<file path="src/jp_pkg.sv">
package jp_pkg;

    typedef logic [7:0]  pix_t;       // one pixel byte
    typedef logic [63:0] buf_word_t;  // buffer write word, 8 pixels
    typedef logic [1:0]  page_t;      // buffer page number
    typedef logic [11:0] buf_addr_t;  // {page, byte in 1024-byte page}
    typedef logic [12:0] mb_count_t;  // macroblock count minus one

    // converter types, codes match the compressor mode register
    typedef enum logic [2:0] {
        COLOR18 = 3'd0,  // 4:2:0, 18x18 overlapping tiles for de-bayer
        COLOR20 = 3'd1,  // 4:2:0, 20x20 overlapping tiles
        MONO16  = 3'd2,  // 16x16, colour components zeroed later
        JP4     = 3'd3,  // jp4, 16x16 macroblocks
        JP4DIFF = 3'd4,  // jp4 with differences, same geometry
        MONO8   = 3'd7   // plain monochrome, 8x8 macroblocks
    } cmprs_mode_e;

    typedef struct packed {
        logic [5:0] mb_w_m1;      // macroblock width - 1
        logic [5:0] mb_h_m1;      // macroblock height - 1
        logic [4:0] mb_hper;      // horizontal period inside a page
        logic [1:0] tile_width;   // page row stride = 16 << tile_width
        logic [4:0] mb_per_page;  // macroblocks taken from one page
    } mb_geom_t;

    typedef struct packed {
        cmprs_mode_e converter_type;      // selects macroblock geometry
        mb_count_t   n_blocks_in_row_m1;  // macroblocks in a row - 1
        mb_count_t   n_block_rows_m1;     // macroblock rows in a frame - 1
    } frame_cfg_t;

    // macroblock shape and page layout for each converter type
    function automatic mb_geom_t cmprs_geometry(input cmprs_mode_e mode);
        mb_geom_t g;
        case (mode)
            COLOR18: g = '{6'd17, 6'd17, 5'd16, 2'd1, 5'd1};  // 18x18, stride 32
            COLOR20: g = '{6'd19, 6'd19, 5'd16, 2'd1, 5'd1};  // 20x20, stride 32
            MONO8:   g = '{6'd7,  6'd7,  5'd8,  2'd3, 5'd16}; // 8x8, stride 128
            default: g = '{6'd15, 6'd15, 5'd16, 2'd2, 5'd4};  // mono16/jp4/jp4diff, stride 64
        endcase
        return g;
    endfunction

endpackage

</file>
<file path="src/cmprs_pixel_buf_iface.sv">
`timescale 1ns/1ps

module cmprs_pixel_buf_iface #(
    parameter int BUF_EXTRA_LATENCY = 0  // register stages after buffer output, 0 or 1
) (
    input  logic               xclk,
    input  logic               rst,
    input  logic               frame_en,       // low kills reads and strobes
    input  jp_pkg::frame_cfg_t frame_cfg,
    input  logic               mb_pre_start,   // next cycle issues first address
    input  jp_pkg::page_t      start_page,
    input  logic [6:0]         macroblock_x,
    input  jp_pkg::pix_t       buf_di,         // buffer data, 2 cycles after address
    output jp_pkg::buf_addr_t  buf_ra,
    output logic [1:0]         buf_rd,         // {regen, re}
    output logic               mb_pre_end,     // last address of this macroblock
    output jp_pkg::pix_t       data_out,       // pixels in scanline order
    output logic               pre_first_out,  // one cycle before first valid byte
    output logic               data_valid
);
    import jp_pkg::*;

    typedef struct packed {
        logic valid;  // address was issued
        logic first;  // first address of a macroblock
    } strb_t;

    localparam int PIPE_LEN = BUF_EXTRA_LATENCY + 2;  // buffer read plus extra stages

    mb_geom_t             geom;
    logic [9:0]           stride;    // page row pitch in bytes
    logic                 rd_en;     // address on buf_ra is live
    logic                 rd_first;  // that address starts a macroblock
    logic [5:0]           col;
    logic [5:0]           row;
    logic [9:0]           row_base;  // row * stride
    page_t                rd_page;
    logic [6:0]           mb_x;
    logic                 col_last;
    logic                 row_last;
    strb_t [PIPE_LEN-1:0] strb_q;    // strobes travelling with each address

    assign geom   = cmprs_geometry(frame_cfg.converter_type);
    assign stride = 10'd16 << geom.tile_width;

    assign col_last   = col == geom.mb_w_m1;
    assign row_last   = row == geom.mb_h_m1;
    assign mb_pre_end = rd_en && col_last && row_last;

    assign buf_ra = {rd_page, row_base + {3'b000, mb_x} + {4'b0000, col}};
    assign buf_rd = {strb_q[0].valid, rd_en};

    // address walk, mb_pre_start wins so the next block follows without a gap
    always_ff @(posedge xclk) begin
        if (rst || !frame_en) begin
            rd_en    <= 1'b0;
            rd_first <= 1'b0;
        end else if (mb_pre_start) begin
            rd_en    <= 1'b1;
            rd_first <= 1'b1;
        end else begin
            rd_first <= 1'b0;
            if (mb_pre_end) begin
                rd_en <= 1'b0;
            end
        end
    end

    always_ff @(posedge xclk) begin
        if (mb_pre_start) begin
            col      <= '0;
            row      <= '0;
            row_base <= '0;
            rd_page  <= start_page;
            mb_x     <= macroblock_x;
        end else if (rd_en) begin
            if (col_last) begin
                col      <= '0;
                row      <= row + 6'd1;
                row_base <= row_base + stride;  // next page row
            end else begin
                col <= col + 6'd1;
            end
        end
    end

    // strobe delay line, stage k is valid k+1 cycles after its address
    always_ff @(posedge xclk) begin
        if (rst || !frame_en) begin
            strb_q <= '0;
        end else begin
            strb_q[0] <= '{valid: rd_en, first: rd_first};
            for (int k = 1; k < PIPE_LEN; k++) begin
                strb_q[k] <= strb_q[k-1];
            end
        end
    end

    assign pre_first_out = strb_q[BUF_EXTRA_LATENCY].valid && strb_q[BUF_EXTRA_LATENCY].first;
    assign data_valid    = strb_q[BUF_EXTRA_LATENCY+1].valid;

    generate
        if (BUF_EXTRA_LATENCY > 0) begin : g_extra
            pix_t data_q [BUF_EXTRA_LATENCY];  // retiming after the buffer

            always_ff @(posedge xclk) begin
                data_q[0] <= buf_di;
                for (int k = 1; k < BUF_EXTRA_LATENCY; k++) begin
                    data_q[k] <= data_q[k-1];
                end
            end

            assign data_out = data_q[BUF_EXTRA_LATENCY-1];
        end else begin : g_direct
            assign data_out = buf_di;  // buffer output is already registered
        end
    endgenerate

endmodule

</file>
<file path="config.mk">
export PLATFORM = sky130hd
export DESIGN_NAME = cmprs_pixel_buf_iface
export DESIGN_NICKNAME = d
export VERILOG_FILES = /design/src/jp_pkg.sv /design/src/cmprs_pixel_buf_iface.sv
export SDC_FILE = /design/constraint.sdc
export NUM_CORES = 1
export LEC_CHECK = 0
export ABC_AREA = 1
export ABC_CLOCK_PERIOD_IN_PS = 2500
export BUFFER_PORTS_ARGS = -buffer_cell sky130_fd_sc_hd__buf_2
export CORE_UTILIZATION = 50
export CTS_CLUSTER_DIAMETER = 60
export DETAILED_ROUTE_END_ITERATION = 8
export GPL_TIMING_DRIVEN = 0
export MAX_ROUTING_LAYER = met4
export PLACE_DENSITY = 0.92
export RECOVER_POWER = 50
export SYNTH_ARGS = -nofsm -noshare
export SYNTH_HDL_FRONTEND = slang
export SYNTH_SLANG_ARGS = --single-unit
</file>
<file path="constraint.sdc">
create_clock -name xclk -period 2.5 [get_ports xclk]
set_input_delay 0.5 -clock xclk [delete_from_list [all_inputs] [get_ports xclk]]
set_output_delay 0.5 -clock xclk [all_outputs]
set_load 0.005 [all_outputs]
</file>
Word level (Yosys, flattened, before mapping)
Index checks and enable logic that the tools add are counted.

storage, ports and cells
  bits of input ports = 50
  register bits after elaboration = 36
  output and inout bits = 25
  logic and storage cells = 33

operators by class
  $add $sub $neg = 5
  equality and inequality tests = 4
  shift operators = 1
  muxes and demuxes = 5
  reductions and logical operators = 8

operator list
  cell                  count
  $pmux 23 s3           1
  $add 6x1->6 const B   2
  $eq 6x6->1            2
  $add 10x10->10        1
  $add 10x6->10         1
  $add 10x7->10         1
  $shl 5x2->10 const A  1
  $mux 6                1
  $eq 3x1->1 const B    1
  $eq 3x3->1 const B    1
  $logic_and 1x1->1     3
  $logic_not 3->1       1
  $mux 1                3
  $reduce_and 2->1      1
  $reduce_bool 2->1     1
  $logic_not 1->1       1
  $logic_or 1x1->1      1

Logic depth before layout (Yosys ltp)
  word-level depth = 7
  gate-level depth with buffers = 15
  gate-level depth less buffers = 15

Least setup slack after synthesis
OpenSTA, ideal clock, no wires.

  path kind = flip-flop to output port
  start point = register mb_x[1]
  end point = output buf_ra[7]
  data arrival time = 1.802 ns
  cell stages (with the launch flop) = 10
  data required time = 2.000 ns
  slack = 0.198 ns
  path buffers = 0
  path through = edfxtp_1 -> ha_1 -> ha_1 -> fa_1 -> nand3_1 -> nand3_1 -> nand2_1 -> nand2_1 -> a21oi_1 -> xnor2_1

between the ends
  word-level cells in the longest chain between the ends = 2

RTL lines
  what                    line                         source
  from (decl)             cmprs_pixel_buf_iface.sv:38  logic [6:0] mb_x;
  from (signal assigned)  cmprs_pixel_buf_iface.sv:75  mb_x <= macroblock_x;
  $add 10x7->10           cmprs_pixel_buf_iface.sv:50  assign buf_ra = {rd_page, row_base + {3'b000, mb_x} + {4'b0000, col}};
  $add 10x6->10           cmprs_pixel_buf_iface.sv:50
  to (decl)               cmprs_pixel_buf_iface.sv:14  output jp_pkg::buf_addr_t buf_ra,

Every way passes these cells.

Worst setup path after layout
  start point = register mb_x[4]
  end point = output buf_ra[7]

Same word-level chain as after synthesis.

==> impl_metrics.tcl <==
set metrics [dict create \
    status "finished, violations left" \
    violations "DRC, setup timing" \
    port_buffers 40 \
    cts_made_buffers 5 \
    die_x_um 66.7 \
    fillers 309 \
    rows 23 \
    die_h_um 66.7 \
    grt_max_degree 13 \
    fin_util_pct 65.4 \
    crit_buf_inv 1 \
    die-area_um2 4440 \
    syn_inst 271 \
    htree_levels 2 \
    synth.distinct_cells 26 \
    r2r-start "rd_en$_SDFFE_PP0P_" \
    seq_area_frac_synth_pct 34.9 \
    finalCriticalPeriod_ps 2710 \
    rrSetupSlack_ps 920 \
    track_usage_pct 24.9 \
    slowest_stage "fa_1" \
    ys_ff_latch 32 \
    cp.required_ps 2000 \
    synth_area_per_cell_um2 7.71 \
    min_from "start_page[1]" \
    root_buffer "clkbuf_8" \
    multi_input_area_um2 1250 \
    holdWs_ps 380 \
    grt_pass1_wl_um 8060 \
    instances_no_fill 375 \
    routed_wl_um 4740 \
    first_iter_violations 83 \
    cp_max_fo 4 \
    path_class "flop to primary output" \
    layout-drive-gt1-share_pct 27.4 \
    grt_pass1_vias 1868 \
    cts.path.max_buffers 2 \
    via_per_inst 5.17 \
    syn_area_um2 2090 \
    fp.coreArea_um2 4000 \
    crit_family "adder cells" \
    cp_slowest_stage_delay_ps 570 \
    power_density_nw_per_um2 436 \
    dp_slack_ps -77.8 \
    hpwl_um 3210 \
    antenna_left 0 \
    syn_nets 343 \
    cp-start-kind "flop" \
    clock.fmax_ghz 0.369 \
    antenna_cells 0 \
    final_nets 396 \
    synth_warnings 0 \
    drt-wirelength-per-cell_um 12.6 \
    drc 2 \
    skew_ps 5.75 \
    antenna_found_initial 0 \
    hold_depth 1 \
    reg2reg_depth 8 \
    cts.sinks 32 \
    gp_congestion 0.858 \
    rsz0062_at_grt "true" \
    final-setup-viol-count 5 \
    final_common_cell "nand2_1" \
    ff_latch_area_um2 739 \
    placedCellCount 361 \
    grt_overflow_total 0 \
    fin_ws_ps -210 \
    leakage_nw 1.28 \
    fin_crit_sh_pct 108 \
    cts_tree "yes" \
    path_common_cell "nand2_2" \
    clk_latency_ps 290 \
    worstHoldPathType "input pin to flop" \
    cts-hold-fix-buffers 0 \
    tightest_slew_ps 687 \
    num_vias 1937 \
    critPathCaptureType "primary output" \
    min_to "rd_page[1]$_DFFE_PP_" \
    finalHoldViolations 0 \
    ir_drop_uv 447 \
    first_pass_iters 6 \
    rr_endpoint "row_base[5]$_SDFFE_PP0P_" \
    cts.clk_slew.worst_paths_ps 70 \
    drv_cap 0 \
    final_cell_mix "nand2_1 (60), buf_2 (37), inv_1 (32), nand3_1 (25), nor2_1 (25)" \
    start_util_pct 52.3 \
    max-slew-margin-rel_pct 53.8 \
    boundaryPins 75 \
    worstPathCellList "fa_1 > ha_4 > nand2_2 > nand3_4 > nand2_2 > nand2_2 > a21oi_2 > xnor2_1 > buf_2" \
    critPathArrivalTime_ps 2210 \
    slew_viol_final 0 \
    area_growth_syn_to_layout_pct 25.1 \
]
[worst max path at each step]
| stage | from | end | cells after the start |
|---|---|---|---|
| finish | mb_x[4]$_DFFE_PP_ | buf_ra[7] | 9 |
| global placement | col[4]$_SDFFE_PP0P_ | buf_ra[7] | 9 |
| global route | mb_x[4]$_DFFE_PP_ | buf_ra[7] | 9 |
| CTS | mb_x[1]$_DFFE_PP_ | buf_ra[7] | 10 |
| floorplan | mb_x[1]$_DFFE_PP_ | buf_ra[7] | 9 |
| detailed placement | mb_x[1]$_DFFE_PP_ | buf_ra[7] | 10 |
[stage by stage]
| step | area (µm²) | power [W] | TNS (ps) |
|---|---|---|---|
| finish | 2620 | 0.00114 | -853 |
| global route | 2620 | 0.00119 | -1260 |
| CTS | 2590 | 0.00113 | -560 |
| detailed placement | 2350 | 0.000713 | -77.8 |
| global placement | 2350 | 0.000706 | -9.80 |
| floorplan | 2090 | 0.000657 | 0 |
[area by class of cell]
type	count	share of cell area [%]
well taps	50	2.39
clock inverters	3	0.909
clock buffers	5	2.63
inverters	33	4.73
repair buffers	46	9.66
multi-input cells	193	47.8
plain buffers	13	3.59
flip-flops and latches	32	28.3
[layer usage]
metal | up-vias | routed length, µm | track usage, %
met1 | 886 | 1900 | 26.4
met3 | 10 | 252 | 5.14
met5 | - | 0 | -
met4 | 0 | 89 | 11.7
met2 | 69 | 2490 | 44.1
li1 | 972 | - | -
[kinds of logic after synthesis]
family | share of synthesized area [%]
buffers and inverters | 10.4
and+or+nand+nor | 28.6
AOI/OAI and AO/OA | 4.55
DFF | 34.9
xor gates and xnor gates | 6.70
adders and majority gates | 14.6
other | 0.179
[power by group]
| group | switching, W | internal (W) | total [W] |
|---|---|---|---|
| clock | 0.000213 | 0.000197 | 0.000410 |
| sequential | 0.00000946 | 0.000549 | 0.000559 |
| combinational | 0.0000903 | 0.0000799 | 0.000170 |
[repair_timing]
| item | CTS | global route |
|---|---|---|
| resized for setup | 18 | 8 |
| setup endpoints to repair | 5 | 6 |
| pin swaps | 3 | 1 |
| gates cloned | 0 | 0 |
| buffers inserted | 6 | 0 |
[sequential cells by signal, summed over array words and instances, names as in the netlist]
signal and count:
buf_rd 1, col 6, data_valid 1, mb_x 7, rd_en 1, rd_first 1
rd_page 2, row 6, row_base 6, strb_q 1
[synth_stat cells]
library cell	count	area, µm²
xnor2_1	3	26.3
ha_1	18	225
nand2_2	4	25.0
nor2_2	1	6.26
buf_4	10	75.1
nor3_1	3	15.0
nand4_1	7	43.8
inv_1	32	120
clkbuf_1	2	7.51
nand3_1	27	135
dfxtp_1	23	460
nand2_1	64	240
nor2_1	25	93.8
o21ai_0	3	15.0
nor4_1	1	6.26
o21ai_1	3	15.0
edfxtp_1	9	270
xor2_1	13	114
conb_1	1	3.75
buf_6	1	11.3
nand3_2	1	10.0
fa_1	4	80.1
nor2_4	1	11.3
a21oi_1	13	65.1
nand2_4	1	11.3
inv_2	1	3.75
[worst reg2reg max path, cell delays in order (launching register included)]
cell and delay, ps:
dfxtp_1 380, inv_1 130, nor3_1 250, nand3_2 150, inv_2 140, nand2_2 90
buf_6 150, o21ai_1 140, nor2_1 60
Power figures use the tool's default switching activity.
