File: config.mk
export PLATFORM = sky130hd
export DESIGN_NAME = cmprs_macroblock_buf_iface
export DESIGN_NICKNAME = d
export VERILOG_FILES = /design/src/jp_pkg.sv /design/src/cmprs_macroblock_buf_iface.sv
export SDC_FILE = /design/constraint.sdc
export NUM_CORES = 1
export LEC_CHECK = 0
export BUFFER_PORTS_ARGS = -buffer_cell sky130_fd_sc_hd__buf_4
export CORE_ASPECT_RATIO = 1.1
export CORE_MARGIN = 5
export CORE_UTILIZATION = 52
export DETAILED_ROUTE_END_ITERATION = 6
export PLACE_DENSITY = 0.75
export SLEW_MARGIN = 20
export SYNTH_ARGS = -nofsm -noshare
export SYNTH_HDL_FRONTEND = slang
export SYNTH_SLANG_ARGS = --single-unit
File: constraint.sdc
create_clock -name xclk -period 4.85 [get_ports xclk]
set_input_delay 0.97 -clock xclk [delete_from_list [all_inputs] [get_ports xclk]]
set_output_delay 0.97 -clock xclk [all_outputs]
set_load 0.03 [all_outputs]
File: src/jp_pkg.sv
package jp_pkg;

    typedef logic [7:0]  pix_t;       // one pixel byte
    typedef logic [63:0] buf_word_t;  // buffer write word, 8 pixels
    typedef logic [1:0]  page_t;      // buffer page number
    typedef logic [11:0] buf_addr_t;  // {page, byte in 1024-byte page}
    typedef logic [12:0] mb_count_t;  // macroblock count minus one

    // converter types, codes match the compressor mode register
    typedef enum logic [2:0] {
        COLOR18 = 3'd0,  // 4:2:0, 18x18 overlapping tiles for de-bayer
        COLOR20 = 3'd1,  // 4:2:0, 20x20 overlapping tiles
        MONO16  = 3'd2,  // 16x16, colour components zeroed later
        JP4     = 3'd3,  // jp4, 16x16 macroblocks
        JP4DIFF = 3'd4,  // jp4 with differences, same geometry
        MONO8   = 3'd7   // plain monochrome, 8x8 macroblocks
    } cmprs_mode_e;

    typedef struct packed {
        logic [5:0] mb_w_m1;      // macroblock width - 1
        logic [5:0] mb_h_m1;      // macroblock height - 1
        logic [4:0] mb_hper;      // horizontal period inside a page
        logic [1:0] tile_width;   // page row stride = 16 << tile_width
        logic [4:0] mb_per_page;  // macroblocks taken from one page
    } mb_geom_t;

    typedef struct packed {
        cmprs_mode_e converter_type;      // selects macroblock geometry
        mb_count_t   n_blocks_in_row_m1;  // macroblocks in a row - 1
        mb_count_t   n_block_rows_m1;     // macroblock rows in a frame - 1
    } frame_cfg_t;

    // macroblock shape and page layout for each converter type
    function automatic mb_geom_t cmprs_geometry(input cmprs_mode_e mode);
        mb_geom_t g;
        case (mode)
            COLOR18: g = '{6'd17, 6'd17, 5'd16, 2'd1, 5'd1};  // 18x18, stride 32
            COLOR20: g = '{6'd19, 6'd19, 5'd16, 2'd1, 5'd1};  // 20x20, stride 32
            MONO8:   g = '{6'd7,  6'd7,  5'd8,  2'd3, 5'd16}; // 8x8, stride 128
            default: g = '{6'd15, 6'd15, 5'd16, 2'd2, 5'd4};  // mono16/jp4/jp4diff, stride 64
        endcase
        return g;
    endfunction

endpackage

File: src/cmprs_macroblock_buf_iface.sv
`timescale 1ns/1ps

module cmprs_macroblock_buf_iface (
    input  logic               xclk,
    input  logic               rst,
    input  logic               frame_en,        // low aborts the frame at once
    input  logic               frame_go,        // start a frame when idle
    input  jp_pkg::frame_cfg_t frame_cfg,
    input  logic               page_ready_chn,  // one full page landed in the buffer
    input  logic               mb_pre_end,      // reader issues last address of a macroblock
    output logic               next_page_chn,   // oldest page is free again
    output logic               mb_pre_start,    // start reading the next macroblock
    output jp_pkg::page_t      start_page,      // page of that macroblock
    output logic [6:0]         macroblock_x,    // left column inside the page
    output logic               frame_busy,
    output logic               frame_done
);
    import jp_pkg::*;

    typedef enum logic [1:0] {
        idle,       // no frame
        wait_page,  // reader free, no ready page yet
        run,        // a macroblock is being read
        finish      // last macroblock issued, frame_done this cycle
    } seq_state_e;

    seq_state_e state;
    mb_geom_t   geom;
    logic [2:0] ready_cnt;    // ready and not yet released pages, 0..4
    mb_count_t  mb_col;       // column of the next macroblock
    mb_count_t  mb_row;       // row of the next macroblock
    logic [4:0] mb_in_page;   // index of the next macroblock inside its page
    logic       rel_pend;     // macroblock in flight closes its page
    logic       last_pend;    // macroblock in flight closes the frame
    logic       last_in_row;
    logic       last_mb;
    logic       last_in_page;
    logic       release_now;
    logic       frame_end_now;
    logic       reader_free;
    logic       page_avail;

    assign geom = cmprs_geometry(frame_cfg.converter_type);

    assign last_in_row  = mb_col == frame_cfg.n_blocks_in_row_m1;
    assign last_mb      = last_in_row && (mb_row == frame_cfg.n_block_rows_m1);
    assign last_in_page = mb_in_page == (geom.mb_per_page - 5'd1);

    assign release_now   = (state == run) && mb_pre_end && rel_pend;
    assign frame_end_now = (state == run) && mb_pre_end && last_pend;

    // reader can take a macroblock now, back-to-back on mb_pre_end
    assign reader_free = (state == wait_page) || ((state == run) && mb_pre_end && !last_pend);
    // a page released this cycle no longer counts
    assign page_avail  = ready_cnt > {2'b00, release_now};

    assign mb_pre_start = frame_en && reader_free && page_avail;

    assign frame_busy = state != idle;
    assign frame_done = state == finish;  // one cycle after last mb_pre_end

    always_ff @(posedge xclk) begin
        if (rst) begin
            state         <= idle;
            ready_cnt     <= '0;
            next_page_chn <= 1'b0;
            rel_pend      <= 1'b0;
            last_pend     <= 1'b0;
            mb_col        <= '0;
            mb_row        <= '0;
            mb_in_page    <= '0;
            start_page    <= '0;
            macroblock_x  <= '0;
        end else if (!frame_en) begin
            state         <= idle;   // abort, counters reloaded on next start
            next_page_chn <= 1'b0;
        end else begin
            next_page_chn <= release_now;  // 1 cycle after releasing mb_pre_end
            ready_cnt     <= ready_cnt + {2'b00, page_ready_chn} - {2'b00, release_now};
            case (state)
                idle: begin
                    if (frame_go) begin
                        state        <= wait_page;
                        ready_cnt    <= {2'b00, page_ready_chn};  // new frame, fresh count
                        mb_col       <= '0;
                        mb_row       <= '0;
                        mb_in_page   <= '0;
                        start_page   <= '0;
                        macroblock_x <= '0;
                    end
                end
                wait_page: begin
                    if (mb_pre_start) begin
                        state <= run;
                    end
                end
                run: begin
                    if (frame_end_now) begin
                        state <= finish;
                    end else if (mb_pre_end && !mb_pre_start) begin
                        state <= wait_page;  // back-pressure, no page ready
                    end
                end
                finish: begin
                    state <= idle;
                end
                default: begin
                    state <= idle;
                end
            endcase
            if (mb_pre_start) begin
                rel_pend  <= last_in_page || last_mb;  // page closes after this one
                last_pend <= last_mb;
                if (last_in_row) begin
                    mb_col <= '0;
                    mb_row <= mb_row + 13'd1;
                end else begin
                    mb_col <= mb_col + 13'd1;
                end
                if (last_in_page) begin
                    mb_in_page   <= '0;
                    start_page   <= start_page + 2'd1;  // pages used in order
                    macroblock_x <= '0;
                end else begin
                    mb_in_page   <= mb_in_page + 5'd1;
                    macroblock_x <= macroblock_x + {2'b00, geom.mb_hper};
                end
            end
        end
    end

endmodule

======== Word level (Yosys, flattened, before mapping) ========
Index checks and enable logic that the tools add are counted.
operators by class
  add/sub/neg operators ................... 8
  multiply operators ...................... 0
  div/mod/pow operators ................... 0
  $lt $le $gt $ge ......................... 1
  equal/unequal tests ..................... 11
  shift operators ......................... 0
  muxes and demuxes ....................... 28
  bitwise gates (word level) .............. 1
  reduce and logical (&&, ||, !) cells .... 21
operators by type and width
  operator                 count
  $mux W13                 8
  $pmux W12 S3             1
  $mux W7                  4
  $add A13 B1 Y13 const B  2
  $eq A13 B13 Y1           2
  $mux W5                  4
  $mux W2                  8
  $logic_and A1 B1 Y1      8
  $pmux W2 S4              1
  $add A7 B5 Y7            1
  $mux W3                  2
  $reduce_and A3 Y1        2
  $reduce_bool A2 Y1       3
  $add A5 B1 Y5 const B    1
  $eq A5 B5 Y1             1
  $sub A5 B1 Y5 const B    1
  $eq A2 B2 Y1 const B     2
  $ne A2 B2 Y1 const B     2
  $add A3 B1 Y3            1
  $eq A3 B1 Y1 const B     1
  $eq A3 B3 Y1 const B     1
  $gt A3 B1 Y1             1
  $logic_not A3 Y1         1
  $ne A3 B2 Y1 const B     1
  9 further kinds          11
word-level totals
  register bits ........................... 48
  bits in latches ......................... 0
  bits in writable memories ............... 0
  bits in read-only memories .............. 0
  output and inout port bits .............. 13
  word-level logic and storage cells ...... 80
  memories kept ........................... 0

======== Depth between registers and ports, before layout ========
Gate-level depths: netlist (run 1).
  depth after elaboration ................. 11
  mapped depth ............................ 10
  mapped depth without buffers ............ 9

======== Worst setup path after synthesis (run 1) ========
Ideal clock, no wire load.
  path kind ............................... input port to output port
  start ................................... in frame_en
  end ..................................... out mb_pre_start
  arrival time ............................ 1812 ps
  path slack .............................. 2068 ps
  stages .................................. 5
  buffers on the path ..................... 2
  path through ............................ clkbuf_1 > o21ai_0 > a211o_1 > buf_6 > clkinv_4
between the ends
  word-level cells in the longest chain between the ends .. 2
RTL lines
  what                              RTL line                          RTL
  from (decl)                       cmprs_macroblock_buf_iface.sv:6   input logic frame_en,
  $logic_and A1 B1 Y1 (2 in a row)  cmprs_macroblock_buf_iface.sv:57  assign mb_pre_start = frame_en && reader_free && page_avail;
  to (decl)                         cmprs_macroblock_buf_iface.sv:12  output logic mb_pre_start,
No other way between the ends.

======== Worst setup path in the final report (run 1) ========
  start ................................... in mb_pre_end
  end ..................................... out mb_pre_start
between the ends
  word-level cells in the longest chain between the ends .. 5
  elaborated cells between the ends (all ways) .. 7
  those cells by class .................... order compare (1); reduce/logical (6)
RTL lines
  what                                                                  RTL line                                                            RTL
  from (decl)                                                           cmprs_macroblock_buf_iface.sv:10                                    input logic mb_pre_end,
  $logic_and A1 B1 Y1 *                                                 cmprs_macroblock_buf_iface.sv:49, cmprs_macroblock_buf_iface.sv:53
  parallel branches: the longest is 3 deep, another holds $gt A3 B1 Y1  --
  $logic_and A1 B1 Y1 *                                                 cmprs_macroblock_buf_iface.sv:57
Mark *: on every way between the ends.

==> results of run 1 <==
## per-layer routing
| metal | vias up | GRT usage | part of all wire | routed length, µm |
|---|---|---|---|---|
| met1 | 1071 | 0.2176 | 0.47 | 2664 |
| met5 | - | 0 | 0 | 0 |
| met3 | 5 | 0.03887 | 0.048 | 276 |
| li1 | 1216 | - | - | - |
| met4 | 0 | 0.05625 | 0.011 | 64 |
| met2 | 42 | 0.2994 | 0.48 | 2721 |
## tightest hold or removal path, cell delays in order, from the launching register on
cell and delay, ps:
dfxtp_1 330, nand2_1 60, a21oi_1 50
## report_power, final
group | switching (mW) | leakage, nW | total [mW] | internal, mW
Combinational | 0.0396 | 0.906 | 0.0756 | 0.0360
Sequential | 0.00248 | 0.363 | 0.373 | 0.371
Clock | 0.130 | 0.0585 | 0.298 | 0.168
## registers in the layout, summed over array words and instances, names as in the netlist
name           flops
mb_col            13
mb_row            13
mb_in_page         5
macroblock_x       4
ready_cnt          3
start_page         2
state              2
last_pend          1
next_page_chn      1
rel_pend           1
## metrics by stage
stage	cells	area, µm²	total power, mW	hold WS (ps)
finish	417	3158	0.7470	487.2
global route	417	3158	0.7748	501.1
CTS	417	3151	0.7521	486.1
detailed placement	409	3034	0.4583	471.8
global placement	409	3034	0.4566	468.7
floorplan	327	2731	0.4262	454.5
## cell type report
class / count / area [µm²] / area share
Timing Repair Buffer: 44 / 330.3 / 0.1046
Clock buffer: 7 / 86.33 / 0.02734
Inverter: 21 / 83.83 / 0.02655
Tap cell: 58 / 72.57 / 0.02298
Multi-Input combinational cell: 241 / 1654 / 0.5238
Clock inverter: 1 / 30.03 / 0.009509
Sequential cell: 45 / 900.9 / 0.2853
## layout by cell type (no fill, tap or decap), types with 3 or more instances in the layout
cell	Yosys	layout
a211o_1	5	5
a21o_1	4	4
a21oi_1	16	16
a221o_1	3	3
a22o_1	8	8
a31oi_1	3	3
and2_1	3	3
and3_1	8	8
buf_4	3	44
clkbuf_8	0	6
conb_1	1	3
dfxtp_1	45	45
ha_1	7	7
inv_1	20	20
mux2i_1	9	9
nand2_1	29	29
nand3_1	23	23
nand4_1	7	7
nor2_1	20	20
nor3_1	8	8
nor3b_1	4	4
o21ai_0	9	9
or3_1	5	5
xnor2_1	25	25
xor2_1	9	9
## logic make-up after synthesis
logic type,share of synthesized area
mux,0.03721
buf+inv,0.06936
fa+ha+maj,0.04685
simple gates,0.2283
flops,0.3307
compound gates,0.1769
other cells,0.001377
xor+xnor,0.1093
## worst paths after layout
kind | end | slack [ps] | depth (start not counted)
worst max-delay path | mb_pre_start | 1690 | 6
worst min-delay path | ready_cnt[2] | 490 | 2
worst max register to register | last_pend | 2400 | 7
worst min register to register | ready_cnt[2] | 490 | 2
==> key figures, run 1 <==
STA
  – Fmax: 316.9 MHz
  – Slew at the pin with the worst max-slew slack: 801.8 ps
  – Pins Over Slew Limit: 0
  – Relative slew slack: 0.4637
  – # setup viols final: 0
  – Post-layout minimum cycle time: 3156 ps
  – Fin crit share: 0.6507
  – Final Hold Viols: 0
  – Fin Clk Skew: 7.269 ps
  – Setup TNS: 0 ps
  – RSZ-0062 raised after global routing: no
  – Setup ws final: 1694 ps

Synthesis
  – Mapped Area: 0.002724 mm²
  – Most instantiated cells after synthesis: dfxtp_1, nand2_1, xnor2_1, nand3_1
  – Async set-reset flop share out of synthesis: 0
  – Cell count after synthesis: 325
  – Yosys warning total: 0
  – Count leader, synth: dfxtp_1
  – Mean Syn Cell Area: 8.381 µm²
  – Most used flip-flop cell after synthesis: dfxtp_1
  – Synth top area share: 0.3307
  – Synth top area cells: dfxtp_1, xnor2_1, nand3_1, nand2_1, mux2i_1
  – Number of synthesized flops with an enable pin: 0
  – Post-synthesis sequential area ratio: 0.3307
  – Distinct cells, synth: 54
  – Post-synthesis register bit count: 45
  – Area leader, netlist: dfxtp_1

Critical path
  – Setup CP Type: input port to output pin
  – Setup crit start: mb_pre_end
  – Worst Path Buf+Inv: 3
  – CP peak stage delay: 440 ps
  – CP Launch Type: input port
  – CP cell instances: buf_4, nor4bb_1, o21ai_0, a211o_1, clkinv_4, buf_4
  – Worst path slowest cell: a211o_1
  – RR Startpoint: state[1]
  – Req. time, crit path: 3880 ps
  – Most used cell along the critical path: buf_4
  – CP arrival: 2190 ps
  – Critical Path Fanout Max: 9
  – Crit path capture type: output pin
  – CP top delay family: compound AO/OA/AOI/OAI gates

Clock tree
  – Clock Latency Late Sink: 300 ps
  – CTS tree: yes
  – CTS sink cnt: 45
  – CTS buffer count: 5
  – Post-CTS Hold Buffers: 0
  – Worst-path clk slew: 80 ps
  – Clock Path Buffers: 2
  – # H-tree levels: 2
  – Post-CTS Repair Setup Buffers: 0
  – CTS resizes: 0
  – Root Buffer Master: clkbuf_8

Pwr
  – Peak supply drop: 0.1756 mV
  – Pwr per Cell Area: 236.6 mW/mm²
  – Leakage Power: 1.328 nW

Place
  – IO Port Bufs: 44
  – HPWL after DPL: 4225 µm
  – RePlAce Congestion: 0.8147
  – Place WS: 1532 ps

Floorplanning
  – Core area: 0.005034 mm²
  – Die ar.: 0.006787 mm²
  – Chip Height: 85.91 µm
  – Die Wd: 79.01 µm
  – Starting density of the core: 0.5411
  – I/O Pins: 48
  – Site row count: 27

Worst hold path
  – Hold_sp: ready_cnt[2]
  – Worst Hold Class: register to register

Route
  – DRT Pass-1 Iters: 4
  – Via count: 2334
  – Iter 0 DRT Violations: 181
  – Wire length per cell: 13.73 µm
  – Vias/cell: 5.597
  – DRC violation count after routing: 0
  – Final WL: 5726 µm
  – Post-route antenna net violation count: 0

Cells and area
  – Area grow syn2layout: 15.94%
  – Antenna cell count: 0
  – Share of cells above drive strength 1: 0.1616
  – Core Util, Final: 0.6274
  – Fillers: 453
  – Nets: 402

Global route
  – First-pass GRT wire length: 9625 µm
  – Remaining Overflow, GRT: 0
  – Number of global-route vias before repair: 2164
  – Largest net degree at the start of global routing: 23
  – Gr usage total: 0.1750
  – Initial antenna violation count: 0

Status
  – Status: finished clean

Run
  – Max Cap Viol: 0
Power figures use the tool's default switching activity.
==> run 2, diff against run 1 <==
--- a/config.mk
+++ b/config.mk
@@ -5,12 +5,13 @@
 export SDC_FILE = /design/constraint.sdc
 export NUM_CORES = 1
 export LEC_CHECK = 0
+export ABC_AREA = 1
 export BUFFER_PORTS_ARGS = -buffer_cell sky130_fd_sc_hd__buf_4
 export CORE_ASPECT_RATIO = 1.1
 export CORE_MARGIN = 5
 export CORE_UTILIZATION = 52
 export DETAILED_ROUTE_END_ITERATION = 6
-export PLACE_DENSITY = 0.75
+export PLACE_DENSITY = 0.77
 export SLEW_MARGIN = 20
 export SYNTH_ARGS = -nofsm -noshare
 export SYNTH_HDL_FRONTEND = slang
==> constraint.sdc (replaced) <==
create_clock -name xclk -period 2.7 [get_ports xclk]
set_input_delay 0.54 -clock xclk [delete_from_list [all_inputs] [get_ports xclk]]
set_output_delay 0.54 -clock xclk [all_outputs]
set_load 0.03 [all_outputs]
==> key figures, run 2 <==
Status
  – Status: finished clean

Critical path
  – CP arrival: 1770 ps (-420 ps)
  – Req. time, crit path: 2160 ps (-1720 ps)
  – CP top delay family: simple AND/OR/NAND/NOR gates
  – CP peak stage delay: 420 ps (-20 ps)
  – CP cell instances: inv_1, ha_1, nand3_1, nand3_2, nor2_8, buf_4
  – Crit path capture type: output pin
  – Worst Path Buf+Inv: 2 (-1)
  – Setup CP Type: register to output pin
  – Worst path slowest cell: dfxtp_1
  – CP Launch Type: register
  – Setup crit start: ready_cnt[1]
  – Critical Path Fanout Max: 16 (+7)
  – RR Startpoint: state[1]

Pwr
  – Logic pwr share: 0.147 (+0.046)
  – Seq pwr share: 0.514 (+0.014)
  – Internal power: 0.9396 mW (+63%)
  – Leakage Power: 1.517 nW (+14%)
  – Power share of the clock group: 0.339 (-0.060)
  – Switch Pwr: 0.3862 mW (+120%)
  – Switching Share: 0.2913 (+0.06119)
  – Peak supply drop: 0.2775 mV (+58%)
  – Tot Pwr: 1.326 mW (+77%)
  – Pwr per Cell Area: 366.6 mW/mm² (+55%)

STA
  – Final Hold Viols: 0 (unchanged)
  – Hold_ws: 487.4 ps (+0.2690 ps)
  – Slew at the pin with the worst max-slew slack: 490.1 ps (-311.7 ps)
  – Post-layout minimum cycle time: 2310 ps
  – Relative slew slack: 0.6707 (+0.2070)
  – # setup viols final: 0 (unchanged)
  – Fin crit share: 0.8557
  – Pins Over Slew Limit: 0 (unchanged)
  – Fin Clk Skew: 17.27 ps (+10.00 ps)
  – RSZ-0062 raised after global routing: no
  – Setup TNS: 0 ps (unchanged)
  – Fmax: 432.8 MHz

Synthesis
  – Area leader, netlist: dfxtp_1
  – Mapped Area: 0.003202 mm² (+18%)
  – Post-synthesis sequential area ratio: 0.2814 (-0.04937)
  – Number of synthesized flops with an enable pin: 0 (unchanged)
  – Distinct cells, synth: 40 (-26%)
  – Most instantiated cells after synthesis: nand2_1, inv_1, dfxtp_1, a21oi_1, nand3_1
  – Cell count after synthesis: 484 (+49%)
  – Post-synthesis register bit count: 45 (unchanged)
  – Mean Syn Cell Area: 6.615 µm² (-21%)
  – Synth top area cells: dfxtp_1, nand2_1, inv_1, a21oi_1, nand3_1
  – Most used flip-flop cell after synthesis: dfxtp_1
  – Yosys warning total: 0 (unchanged)
  – Count leader, synth: nand2_1
  – Async set-reset flop share out of synthesis: 0 (unchanged)
  – Synth top area share: 0.2814 (-0.04937)

Place
  – IO Port Bufs: 44 (unchanged)
  – HPWL after DPL: 5237 µm (+24%)
  – RePlAce Congestion: 0.8925 (+9.5%)

Floorplanning
  – Die Wd: 84.82 µm (+7.4%)
  – Chip Height: 92.30 µm (+7.4%)
  – Die ar.: 0.007828 mm² (+15%)
  – I/O Pins: 48 (unchanged)
  – Site row count: 30 (+11%)
  – Core area: 0.006081 mm² (+21%)
  – Starting density of the core: 0.5265 (-0.01460)

Global route
  – Remaining Overflow, GRT: 0 (unchanged)
  – First-pass GRT wire length: 12500 µm (+30%)
  – Gr usage total: 0.1902 (+0.01523)
  – Largest net degree at the start of global routing: 34 (+48%)
  – Initial antenna violation count: 0 (unchanged)
  – Number of global-route vias before repair: 2925 (+35%)

Clock tree
  – Root Buffer Master: clkbuf_8
  – CTS sink cnt: 45 (unchanged)
  – # H-tree levels: 2 (unchanged)
  – Clock Latency Late Sink: 310 ps (about the same)
  – CTS buffer count: 5 (unchanged)
  – Worst-path clk slew: 110 ps (+30 ps)
  – CTS resizes: 0 (unchanged)
  – CTS tree: yes
  – Post-CTS Hold Buffers: 0 (unchanged)
  – Post-CTS Repair Setup Buffers: 0 (unchanged)
  – Clock Path Buffers: 2 (unchanged)

Cells and area
  – Core Util, Final: 0.5947 (-0.03274)
  – Most frequent cells in the layout: nand2_1, inv_1, buf_4, dfxtp_1, a21oi_1
  – Regs by FF count: mb_col x13, mb_row x13, mb_in_page x5
  – Antenna cell count: 0 (unchanged)
  – Share of cells above drive strength 1: 0.1667 (+0.005107)
  – Area grow syn2layout: 12.93%
  – Register area: 900.9 µm² (unchanged)
  – Fillers: 602 (+33%)
  – Multi-input gate area: 0.001932 mm² (+17%)
  – Nets: 565 (+41%)
  – Commonest non-fill, non-tap cell in the layout: nand2_1

Route
  – DRC violation count after routing: 0 (unchanged)
  – DRT Pass-1 Iters: 4 (unchanged)
  – Iter 0 DRT Violations: 145 (-20%)
  – Wire length per cell: 11.88 µm (-13%)
  – Vias/cell: 5.161 (-7.8%)
  – Via count: 3107 (+33%)
  – Final WL: 7154 µm (+25%)
  – Post-route antenna net violation count: 0 (unchanged)

Worst hold path
  – Worst Hold Class: register to register
  – Hold_sp: mb_in_page[4]

Run
  – Max Cap Viol: 0 (unchanged)
-- run 2: cell families (layout without fill, tap and decap cells) --
group,after synthesis,after routing,synth area share
buffers and inverters,82,118,0.1176
XOR/XNOR,29,29,0.07933
other,1,3,0.001171
AND/OR/NAND/NOR,245,245,0.3525
adder cells (fa/ha/maj),9,9,0.03986
flip-flops,45,45,0.2814
AO/OA/AOI/OAI,73,73,0.1282
-- run 2: power by group through the flow --
stage                     registers, mW  clock network (mW)  logic, mW
after floorplan                   0.694                   0      0.134
after global placement            0.696                   0      0.192
after detailed placement          0.696                   0      0.195
after CTS                         0.681               0.461      0.196
after global routing              0.682               0.489      0.217
final                             0.681               0.450      0.195
-- run 2: per-layer routing --
layer,GRT usage,vias to the layer above,share of wire
li1,-,1604,-
met1,0.2357,1411,0.44
met2,0.3277,80,0.48
met3,0.03648,12,0.055
met4,0.06728,0,0.018
met5,0,-,0
-- run 2: per-stage QoR --
stage	setup slack (ps)	area, µm²	instances
final	389.6	3616	602
after global routing	252.7	3616	602
after CTS	373.5	3616	602
after detailed placement	560.0	3522	594
after global placement	585.3	3522	594
after floorplan	878.4	3209	486
-- run 2: area by class of cell --
type / count / area share
inverter: 63 / 0.06540
clock inverter: 3 / 0.006920
tap: 80 / 0.02768
timing repair buffer: 47 / 0.09758
multi-input combinational: 359 / 0.5343
clock buffer: 5 / 0.01903
sequential: 45 / 0.2491
-- run 2: worst paths after layout --
check	endpoint	slack, ps	cells after the start
worst max-delay path	mb_pre_start	390	6
worst min-delay path	mb_in_page[4]	490	2
worst max register to register	ready_cnt[2]	860	10
worst min register to register	mb_in_page[4]	490	2
-- run 2: worst reg2reg max path: stages (launching register included) --
cell and delay, ps:
dfxtp_1 420, inv_1 90, nor2_2 100, nand4_1 150, nand2_1 100, ha_1 140, inv_1 50, fa_1 380
a21oi_1 130, o211ai_1 90, a21oi_1 120
